### src/verilog/nbiot_rx_pkg.sv
// NB-IoT receive demod shared definitions
`default_nettype none

package nbiot_rx_pkg;

        //////////////////////////////////////////////////
        // sample and symbol sizes
        //////////////////////////////////////////////////

        localparam int DATA_WIDTH_DEF = 16;  // one real or imaginary component
        localparam int MAX_TONES      = 12;  // deepest symbol
        localparam int TONE_IDX_W     = 4;   // enough for 0..11

        // tone code as carried on i_n_sc, 2 and 3 both mean twelve tones
        localparam logic [1:0] NSC_3  = 2'd0;
        localparam logic [1:0] NSC_6  = 2'd1;
        localparam logic [1:0] NSC_12 = 2'd2;

        //////////////////////////////////////////////////
        // modulation and control encodings
        //////////////////////////////////////////////////

        // qpsk gives sign of I then sign of Q, bpsk only I
        typedef enum logic {
                MOD_BPSK = 1'b0,
                MOD_QPSK = 1'b1
        } mod_e;

        typedef enum logic [1:0] {
                IDLE  = 2'd0,  // waiting for first sample
                FILL  = 2'd1,  // writing samples into the buffer
                DRAIN = 2'd2,  // feeding the demapper
                FLUSH = 2'd3   // last tone loaded, waiting for its bits
        } fsm_state_e;

endpackage

`default_nettype wire

### src/verilog/bit_demapper.sv
// Hard-decision demapper and bit serializer
`timescale 1ns/1ps
`default_nettype none

module bit_demapper import nbiot_rx_pkg::*; #(
        parameter int DATA_WIDTH = DATA_WIDTH_DEF
) (
        input  wire logic                         i_clk,
        input  wire logic                         i_rst_n,
        input  wire logic                         i_load,       // buffer read issued
        input  wire mod_e                         i_qm,
        input  wire logic                         i_last_tone,
        input  wire logic signed [DATA_WIDTH-1:0] i_re,         // registered buffer data
        input  wire logic signed [DATA_WIDTH-1:0] i_im,
        output logic                              o_dm_ready,
        output logic                              o_bit,
        output logic                              o_bit_valid,
        output logic                              o_sym_done
);

        logic load_d;   // buffer data valid this cycle
        logic last_d;
        logic busy;     // a sample is being serialized
        logic phase;    // 0 = I bit, 1 = Q bit
        mod_e qm_q;
        logic last_q;
        logic sign_i;
        logic sign_q;
        logic final_bit;

        //////////////////////////////////////////////////
        // load alignment and serializer state
        //////////////////////////////////////////////////

        always_ff @(posedge i_clk or negedge i_rst_n) begin
                if (!i_rst_n) begin
                        load_d <= 1'b0;
                        last_d <= 1'b0;
                        busy   <= 1'b0;
                        phase  <= 1'b0;
                        qm_q   <= MOD_BPSK;
                        last_q <= 1'b0;
                end else begin
                        load_d <= i_load;
                        last_d <= i_last_tone;
                        if (load_d) begin
                                busy   <= 1'b1;
                                phase  <= 1'b0;
                                qm_q   <= i_qm;
                                last_q <= last_d;
                        end else if (final_bit) begin
                                busy  <= 1'b0;
                                phase <= 1'b0;
                        end else if (busy) begin
                                phase <= 1'b1;  // qpsk, move on to Q
                        end
                end
        end

        // hard decision, negative gives 1
        always_ff @(posedge i_clk) begin
                if (load_d) begin
                        sign_i <= i_re[DATA_WIDTH-1];
                        sign_q <= i_im[DATA_WIDTH-1];
                end
        end

        //////////////////////////////////////////////////
        // outputs
        //////////////////////////////////////////////////

        assign final_bit   = busy && (phase || (qm_q == MOD_BPSK));
        assign o_bit       = phase ? sign_q : sign_i;
        assign o_bit_valid = busy;
        assign o_sym_done  = final_bit && last_q;

        // A load issued now is captured next cycle, which must be the final
        // bit or idle. Stays low across the last tone so the FSM sees
        // ready again only with the final bit of the symbol.
        assign o_dm_ready = !(load_d && (last_d || (i_qm == MOD_QPSK)))
                            && !(busy && last_q && !final_bit);

endmodule

`default_nettype wire

### src/verilog/nbiot_rx_demod_top.sv
// NB-IoT receive demod top level
`timescale 1ns/1ps
`default_nettype none

module nbiot_rx_demod_top import nbiot_rx_pkg::*; #(
        parameter int DATA_WIDTH = DATA_WIDTH_DEF
) (
        input  wire logic                         i_clk,
        input  wire logic                         i_rst_n,
        input  wire logic                         i_valid,
        input  wire logic signed [DATA_WIDTH-1:0] i_re,
        input  wire logic signed [DATA_WIDTH-1:0] i_im,
        input  wire logic        [1:0]            i_n_sc,  // 3, 6 or 12 tones
        input  wire mod_e                         i_qm,
        output logic                              o_ready,
        output logic                              o_bit,
        output logic                              o_bit_valid,
        output logic                              o_sym_done
);

        logic                         wr_en;
        logic                         cnt_clear;
        logic                         cnt_step;
        logic                         dm_load;
        logic                         dm_ready;
        logic                         last;
        logic        [TONE_IDX_W-1:0] idx;
        logic signed [DATA_WIDTH-1:0] rd_re;
        logic signed [DATA_WIDTH-1:0] rd_im;
        fsm_state_e                   state;  // observed by protocol checks

        //////////////////////////////////////////////////
        // control
        //////////////////////////////////////////////////

        rx_demap_fsm u_fsm (
                .i_clk       (i_clk),
                .i_rst_n     (i_rst_n),
                .i_valid     (i_valid),
                .i_last      (last),
                .i_dm_ready  (dm_ready),
                .o_ready     (o_ready),
                .o_wr_en     (wr_en),
                .o_cnt_clear (cnt_clear),
                .o_cnt_step  (cnt_step),
                .o_dm_load   (dm_load),
                .o_state     (state)
        );

        tone_counter u_cnt (
                .i_clk   (i_clk),
                .i_rst_n (i_rst_n),
                .i_clear (cnt_clear),
                .i_step  (cnt_step),
                .i_n_sc  (i_n_sc),
                .o_idx   (idx),
                .o_last  (last)
        );

        //////////////////////////////////////////////////
        // datapath
        //////////////////////////////////////////////////

        symbol_buffer #(
                .DATA_WIDTH (DATA_WIDTH)
        ) u_buf (
                .i_clk   (i_clk),
                .i_wr_en (wr_en),
                .i_addr  (idx),
                .i_re    (i_re),
                .i_im    (i_im),
                .o_re    (rd_re),
                .o_im    (rd_im)
        );

        // modulation code goes straight in, captured per sample
        bit_demapper #(
                .DATA_WIDTH (DATA_WIDTH)
        ) u_dmap (
                .i_clk       (i_clk),
                .i_rst_n     (i_rst_n),
                .i_load      (dm_load),
                .i_qm        (i_qm),
                .i_last_tone (last),
                .i_re        (rd_re),
                .i_im        (rd_im),
                .o_dm_ready  (dm_ready),
                .o_bit       (o_bit),
                .o_bit_valid (o_bit_valid),
                .o_sym_done  (o_sym_done)
        );

endmodule

`default_nettype wire

### src/verilog/rx_demap_fsm.sv
// Symbol fill and drain controller
`timescale 1ns/1ps
`default_nettype none

module rx_demap_fsm import nbiot_rx_pkg::*; (
        input  wire logic       i_clk,
        input  wire logic       i_rst_n,
        input  wire logic       i_valid,
        input  wire logic       i_last,      // counter at final tone
        input  wire logic       i_dm_ready,  // demapper takes data next cycle
        output logic            o_ready,
        output logic            o_wr_en,
        output logic            o_cnt_clear,
        output logic            o_cnt_step,
        output logic            o_dm_load,
        output fsm_state_e      o_state
);

        fsm_state_e state;
        fsm_state_e state_nxt;
        logic       drain_arm;  // low on the first drain cycle only
        logic       accept;

        //////////////////////////////////////////////////
        // state register
        //////////////////////////////////////////////////

        always_ff @(posedge i_clk or negedge i_rst_n) begin
                if (!i_rst_n) begin
                        state     <= IDLE;
                        drain_arm <= 1'b0;
                end else begin
                        state     <= state_nxt;
                        drain_arm <= (state == DRAIN);  // FILL always precedes DRAIN
                end
        end

        //////////////////////////////////////////////////
        // handshake and datapath strobes
        //////////////////////////////////////////////////

        // input side is open while collecting a symbol
        assign o_ready = (state == IDLE) || (state == FILL);
        assign accept  = i_valid && o_ready;

        assign o_wr_en     = accept;
        assign o_cnt_clear = (state == IDLE) && i_valid;  // latch tone code with first sample

        // The fill step wraps the index to zero on the final tone, so the
        // first drain cycle only waits and the buffer read starts at tone 0.
        assign o_dm_load  = (state == DRAIN) && drain_arm && i_dm_ready;
        assign o_cnt_step = accept || o_dm_load;

        assign o_state = state;

        //////////////////////////////////////////////////
        // next state
        //////////////////////////////////////////////////

        always_comb begin
                state_nxt = state;
                case (state)
                        IDLE: begin
                                // a symbol has at least three tones
                                if (i_valid) begin
                                        state_nxt = FILL;
                                end
                        end
                        FILL: begin
                                if (i_valid && i_last) begin
                                        state_nxt = DRAIN;
                                end
                        end
                        DRAIN: begin
                                if (o_dm_load && i_last) begin
                                        state_nxt = FLUSH;
                                end
                        end
                        FLUSH: begin
                                // ready comes back on the final bit of the last tone
                                if (i_dm_ready) begin
                                        state_nxt = IDLE;
                                end
                        end
                        default: state_nxt = IDLE;
                endcase
        end

endmodule

`default_nettype wire

### src/verilog/symbol_buffer.sv
// Complex sample store for one symbol
`timescale 1ns/1ps
`default_nettype none

module symbol_buffer import nbiot_rx_pkg::*; #(
        parameter int DATA_WIDTH = DATA_WIDTH_DEF
) (
        input  wire logic                         i_clk,
        input  wire logic                         i_wr_en,
        input  wire logic        [TONE_IDX_W-1:0] i_addr,  // shared by write and read
        input  wire logic signed [DATA_WIDTH-1:0] i_re,
        input  wire logic signed [DATA_WIDTH-1:0] i_im,
        output logic signed      [DATA_WIDTH-1:0] o_re,
        output logic signed      [DATA_WIDTH-1:0] o_im
);

        //////////////////////////////////////////////////
        // storage
        //////////////////////////////////////////////////

        logic signed [DATA_WIDTH-1:0] mem_re [MAX_TONES];
        logic signed [DATA_WIDTH-1:0] mem_im [MAX_TONES];

        // write port
        always_ff @(posedge i_clk) begin
                if (i_wr_en) begin
                        mem_re[i_addr] <= i_re;
                        mem_im[i_addr] <= i_im;
                end
        end

        //////////////////////////////////////////////////
        // registered read
        //////////////////////////////////////////////////

        // data shows up the cycle after the address
        always_ff @(posedge i_clk) begin
                o_re <= mem_re[i_addr];
                o_im <= mem_im[i_addr];
        end

endmodule

`default_nettype wire

### src/verilog/tone_counter.sv
// Tone index counter
`timescale 1ns/1ps
`default_nettype none

module tone_counter import nbiot_rx_pkg::*; (
        input  wire logic                  i_clk,
        input  wire logic                  i_rst_n,
        input  wire logic                  i_clear,  // start of symbol
        input  wire logic                  i_step,
        input  wire logic [1:0]            i_n_sc,   // tone code
        output logic      [TONE_IDX_W-1:0] o_idx,
        output logic                       o_last
);

        logic [1:0]            nsc_q;  // code held for the symbol
        logic [TONE_IDX_W-1:0] limit;

        //////////////////////////////////////////////////
        // tone code decode
        //////////////////////////////////////////////////

        always_comb begin
                case (nsc_q)
                        NSC_3:   limit = TONE_IDX_W'(3);
                        NSC_6:   limit = TONE_IDX_W'(6);
                        default: limit = TONE_IDX_W'(MAX_TONES);  // NSC_12 and up
                endcase
        end

        assign o_last = (o_idx == limit - 1'b1);

        //////////////////////////////////////////////////
        // index register
        //////////////////////////////////////////////////

        always_ff @(posedge i_clk or negedge i_rst_n) begin
                if (!i_rst_n) begin
                        nsc_q <= NSC_12;
                        o_idx <= '0;
                end else if (i_clear) begin
                        nsc_q <= i_n_sc;
                        // first sample goes to tone 0 on the same edge
                        o_idx <= {{(TONE_IDX_W-1){1'b0}}, i_step};
                end else if (i_step) begin
                        if (o_last) begin
                                o_idx <= '0;  // wrap, ready for the next pass
                        end else begin
                                o_idx <= o_idx + 1'b1;
                        end
                end
        end

endmodule

`default_nettype wire
### config.mk
export PLATFORM = sky130hd
export DESIGN_NAME = nbiot_rx_demod_top
export DESIGN_NICKNAME = d
export VERILOG_FILES = /design/src/verilog/nbiot_rx_pkg.sv /design/src/verilog/bit_demapper.sv /design/src/verilog/nbiot_rx_demod_top.sv /design/src/verilog/rx_demap_fsm.sv /design/src/verilog/symbol_buffer.sv /design/src/verilog/tone_counter.sv
export SDC_FILE = /design/constraint.sdc
export NUM_CORES = 1
export LEC_CHECK = 0
export BUFFER_PORTS_ARGS = -buffer_cell sky130_fd_sc_hd__clkbuf_2
export CAP_MARGIN = 20
export CORE_AREA = 2 2 195 197
export DETAILED_ROUTE_END_ITERATION = 6
export DIE_AREA = 0 0 197 199
export PLACE_DENSITY_LB_ADDON = 0.1
export SYNTH_ARGS = -nofsm -noshare
export SYNTH_HDL_FRONTEND = slang
export SYNTH_HIERARCHICAL = 1
export SYNTH_SLANG_ARGS = --single-unit
### constraint.sdc
create_clock -name i_clk -period 10.53 [get_ports i_clk]
set_input_delay 1.053 -clock i_clk [delete_from_list [all_inputs] [get_ports i_clk]]
set_output_delay 1.053 -clock i_clk [all_outputs]
set_load 0.01 [all_outputs]
==> results.md, run 1 <==
- Status: finished, final reports clean
- Maximum vdd drop: 0.0000601 V
- Global placement routability congestion: 0.602
- Area growth syn-to-layout: 31.8%
- Cts hold-fix bufs: 0
- Final Cell Area: 2770 um2
- Internal power: 0.400 mW
- CTS tree: built
- Max FO, Critical Path: 9
- NetSw: 0.219 mW
- Final hold viol count: 0
- Share of power burned in registers: 42.4%
- CTS Buffer Depth: 2
- Initial DRC Count: 45
- Drt pass-1 iters: 4
- CP delay by family, top: compound AO/OA/AOI/OAI gates
- # DRC: 0
- Final Cycle Share: 24.2%
- GRT overflow: 0
- Die H: 199 um
- Switching part of the total: 35.4%
- Multi-input logic area: 756 um2
- CP Capture Type: register
- Worst Tran Pin Value: 0.616 ns
- Relative slew margins: 58.9%
- RSZ-0062 raised after global routing: no
- Final Max Tran Viols: 0
- Non-Filler Instances: 638
- Vias post-DR: 1199
- Hold Slack: 0.422 ns
- Worst stage delay on the critical path: 0.36 ns
- WP data required: 10.73 ns
- CTS resizes: 0
- Synthesized area per cell: 13.2 um2
- Post-route ant nets: 0
- Core ar.: 37100 um2
- Max_cap viols: 0
- Worst EP arrival: 2.75 ns
- First-pass GRT wire length: 8.43 mm
- Crit path launch type: input pin
- Share of cells above drive strength 1: 22.7%
- Crit-path cells: clkbuf_2 > o21a_1 > a31oi_1 > and3_1 > or2_1 > nor3b_1 > a21oi_1 > o32ai_2
- Vias in the first global route: 1342
- Synth Instances: 159
- Final setup fails: 0
- WP buf/inv: 1
- CP Class: input pin to register
- NumNets Final: 205
- CTS Sinks: 43
- Skew final: 0.00518 ns
- Rows: 71
- WL per Instance: 8.25 um
- Largest net degree at the start of global routing: 18
- Vias per cell: 1.88
- Dpl cells: 629
- Hold Path Class: register to register
- Initial antenna violation count: 1
- Post-DP Area: 2620 um2
- Initial Utilization: 5.66%
- Total Power: 0.619 mW
- Clock transition at the registers of the reported paths: 0.07 ns
- Clock group share of total power: 25.4%
- CP max stage cell: a31oi_1
- Register Area: 1200 um2
- H-tree Lvls: 2
- Pwr/cell area: 223 nW/um2
- Comb power frac: 32.2%
- Syn. warnings: 6
- GRT Resource Usage Total: 2.94%
- IO Pins: 42
- Fillers: 4302
- PortBufs: 11
- Post-CTS Setup Bufs: 0
- Detailed Route WL: 5.26 mm
- Syn_nets: 202
- Clock latency at the later pin of the worst-skew pair: 0.29 ns
- Post-Syn Area: 2100 um2
- R2r setup slk: 8.24 ns
- CTS Buf Count: 5
- Die W: 197 um
- Min Tclk post-route: 2.55 ns
- Setup TNS Final: 0 ns
- Dpl hpwl: 3.81 mm
- Die footprint: 39200 um2
- Leakage: 0.866 nW
- Clk root buf: clkbuf_16
- F_max: 392 MHz
## flip-flops by register name (all words and copies together) (netlist names), 2 cells and up
name           flops
u_buf/mem_im      12
u_cnt/o_idx        4
u_buf/mem_re      12
u_fsm/o_state      2
u_cnt/nsc_q        2
## final timing paths
kind | start | end | depth (start not counted)
min | u_buf/o_im[15] | u_dmap/sign_q | 0
min in group asynchronous | i_rst_n | u_fsm/o_state[0] | 1
max reg2reg | u_fsm/o_state[0] | u_buf/mem_im[0][15] | 6
max | i_qm | u_cnt/o_idx[3] | 8
max in group asynchronous | i_rst_n | u_cnt/nsc_q[1] | 1
min reg2reg | u_buf/o_im[15] | u_dmap/sign_q | 0
## through the flow
step                utilization, %  setup WS, ns
CTS                           7.46          7.98
global route                  7.46          7.84
floorplan                        -          8.03
global placement              7.07          7.71
finish                        7.46          7.98
detailed placement            7.07          7.67
## power groups by stage
stage	registers, mW	clock network (mW)	logic (mW)
floorplan	0.248	0	0.196
finish	0.263	0.158	0.199
global route	0.270	0.174	0.222
global placement	0.269	0	0.206
CTS	0.265	0.167	0.204
detailed placement	0.269	0	0.203
## cell type report
class | count | share of cell area, %
clock buffer | 5 | 4.51
timing repair buffer | 12 | 2.26
sequential | 43 | 43.2
multi-input combinational | 96 | 27.3
tap | 474 | 21.4
inverter | 4 | 0.542
antenna | 1 | 0.0903
clock inverter | 3 | 0.722
## per-layer routing
| layer | track usage, % | up-vias | share of wire (%) |
|---|---|---|---|
| met5 | 0 | - | 0 |
| met4 | 1.75 | 0 | 2.7 |
| met1 | 3.24 | 598 | 43 |
| met3 | 0.695 | 5 | 2.8 |
| li1 | - | 578 | - |
| met2 | 5.17 | 18 | 51 |
## layout by cell type, fill, tap and decap left out, types with 5 or more instances in the layout
cell type / n
edfxtp_1: 26
mux2_2: 6
ha_1: 5
dfrtp_1: 14
clkbuf_2: 11
nor2_1: 13
nand2b_1: 6
clkbuf_16: 5
nand2_1: 10
Power figures use the tool's default switching activity.
==> inputs of run 2 (changes only) <==
ABC_AREA = 1   (was not set)
CORE_AREA = 2 2 200 202   (was 2 2 195 197)
DIE_AREA = 0 0 202 204   (was 0 0 197 199)
clock period = 2.2 ns   (was 10.53 ns; I/O delays follow)
==> results.md, run 2 <==
- Status: finished, final reports clean
- Relative slew margins: 70.1% (+11 points)
- Diode count: 0 (-1)
- Commonest cells after routing, fill and taps aside: 97 x nand2_1, 26 x edfxtp_1, 24 x nor2_1, 20 x inv_1
- Crit path launch type: register
- Clock transition at the registers of the reported paths: 0.06 ns (about the same)
- Vias in the first global route: 1709 (+27%)
- PortBufs: 11 (unchanged)
- Max_cap viols: 0 (unchanged)
- First-pass GRT wire length: 9.62 mm (+14%)
- Commonest non-fill, non-tap cell in the layout: nand2_1
- Initial DRC Count: 68 (+51%)
- Min Tclk post-route: 1.78 ns
- Final Max Tran Viols: 0 (unchanged)
- Hold Slack: 0.150 ns (-0.272 ns)
- Area growth syn-to-layout: 31.9% (about the same)
- Initial Utilization: 5.64% (-0.022 points)
- CP Class: register to register
- Synth Instances: 258 (+62%)
- GRT Resource Usage Total: 3.17% (+0.22 points)
- Final hold viol count: 0 (unchanged)
- Rows: 73 (+2.8%)
- Worst Tran Pin Value: 0.448 ns (-0.168 ns)
- Non-Filler Instances: 781 (+22%)
- IO Pins: 42 (unchanged)
- Post-Syn Area: 2210 um2 (+5.1%)
- Vias per cell: 1.94 (+3.4%)
- Post-route ant nets: 0 (unchanged)
- Setup TNS Final: 0 ns (unchanged)
- Worst EP arrival: 1.76 ns (-0.99 ns)
- CTS Buffer Depth: 2 (unchanged)
- # DRC: 0 (unchanged)
- CTS Buf Count: 5 (unchanged)
- Global placement routability congestion: 0.654 (+8.7%)
- Post-CTS Setup Bufs: 0 (unchanged)
- Fillers: 4583 (+6.5%)
- Leakage: 1.12 nW (+30%)
- Initial antenna violation count: 0 (-1)
- Largest net degree at the start of global routing: 16 (-2)
- Dpl hpwl: 4.45 mm (+17%)
- Final Cycle Share: 81.1%
- Max FO, Critical Path: 4 (-5)
- Die H: 204 um (+2.5%)
- GRT overflow: 0 (unchanged)
- H-tree Lvls: 2 (unchanged)
- Share of cells above drive strength 1: 14.5% (-8.2 points)
- R2r setup slk: 0.42 ns (-7.82 ns)
- Detailed Route WL: 5.82 mm (+11%)
- Die W: 202 um (+2.5%)
- Clk root buf: clkbuf_16
- WL per Instance: 7.45 um (-9.7%)
- Syn_nets: 301 (+49%)
- Total Power: 3.21 mW (+420%)
- Maximum vdd drop: 0.000292 V (+390%)
- Synthesized area per cell: 8.56 um2 (-35%)
- Hold Path Class: input pin to register
- Multi-input logic area: 711 um2 (-6.0%)
- Syn. warnings: 6 (unchanged)
- RSZ-0062 raised after global routing: no
- CP Capture Type: register
- NumNets Final: 298 (+45%)
- CTS Sinks: 43 (unchanged)
- Die footprint: 41200 um2 (+5.1%)
- Core ar.: 39200 um2 (+5.5%)
- Final setup fails: 0 (unchanged)
- Clock latency at the later pin of the worst-skew pair: 0.29 ns (about the same)
- Skew final: 0.00481 ns (-0.000366 ns)
- Drt pass-1 iters: 4 (unchanged)
- Register Area: 1200 um2 (unchanged)
- Vias post-DR: 1517 (+27%)
- F_max: 561 MHz
- Pwr/cell area: 1100 nW/um2 (+390%)
- Dpl cells: 772 (+23%)
- WP data required: 2.18 ns (-8.55 ns)
- CTS tree: built
- Largest regs: u_buf/mem_im x12, u_buf/mem_re x12, u_cnt/o_idx x4
-- run 2: cell count changes in the layout (fill, tap and decap cells not counted), moves of 4 or more --
cell | before | now
a21oi_1 | 3 | 7
buf_4 | 1 | 5
inv_1 | 4 | 20
inv_2 | 0 | 5
mux2_2 | 6 | 0
mux2i_1 | 4 | 0
nand2_1 | 10 | 97
nand2b_1 | 6 | 0
nand3_1 | 1 | 14
nor2_1 | 13 | 24
nor2b_1 | 4 | 0
o21ai_1 | 0 | 4
-- run 2: power breakdown --
group	internal (mW)	leakage [nW]	total (mW)	switching, mW
clock network	0.451	0.0739	0.772	0.321
logic	0.409	0.608	1.22	0.812
registers	1.06	0.442	1.21	0.159
total	1.92	1.12	3.21	1.29
-- run 2: area by class of cell --
cell class / count / area share [%]
clock inverters: 1 / 0.172
clock buffers: 7 / 4.89
inverters: 26 / 3.43
multi-input cells: 162 / 24.4
repair buffers: 17 / 3.52
well taps: 525 / 22.5
flip-flops and latches: 43 / 41.1
-- run 2: critical path, stage by stage, from the launching register on --
cell     delay, ns
dfrtp_1       0.41
inv_1         0.10
ha_1          0.22
nor2_1        0.10
nor2_1        0.10
buf_4         0.15
nand3_1       0.16
nor2_1        0.24
-- run 2: per-layer routing --
layer	GRT usage [%]	part of all wire (%)	vias up	wire, um
met5	0	0	-	0
met3	0.622	1.5	7	85
li1	-	-	778	-
met4	2.10	3.4	0	197
met2	5.44	48	15	2810
met1	3.58	47	717	2720
-- run 2: worst paths after layout --
check | start | to | cells past startpoint
setup / recovery | u_fsm/o_state[0] | u_buf/mem_im[5][15] | 7
hold / removal | i_n_sc[1] | u_cnt/nsc_q[1] | 3
setup reg to reg | u_fsm/o_state[0] | u_buf/mem_im[5][15] | 7
hold reg to reg | u_buf/o_re[15] | u_dmap/sign_i | 0
max in group asynchronous | i_rst_n | u_cnt/nsc_q[1] | 2
min in group asynchronous | i_rst_n | u_dmap/qm_q | 2
-- run 2: repair_timing --
item / CTS / global route
hold buffers: 1 / 0
resized for setup: 0 / 0
hold endpoints to repair: 14 / 0
-- run 2: per-stage QoR --
stage               cell area (um2)  setup slack (ns)  util (%)
floorplan                      2210             0.712         -
detailed placement             2760             0.375      7.04
CTS                            2920             0.356      7.44
finish                         2920             0.417      7.44
global route                   2920             0.190      7.44
global placement               2760             0.384      7.04
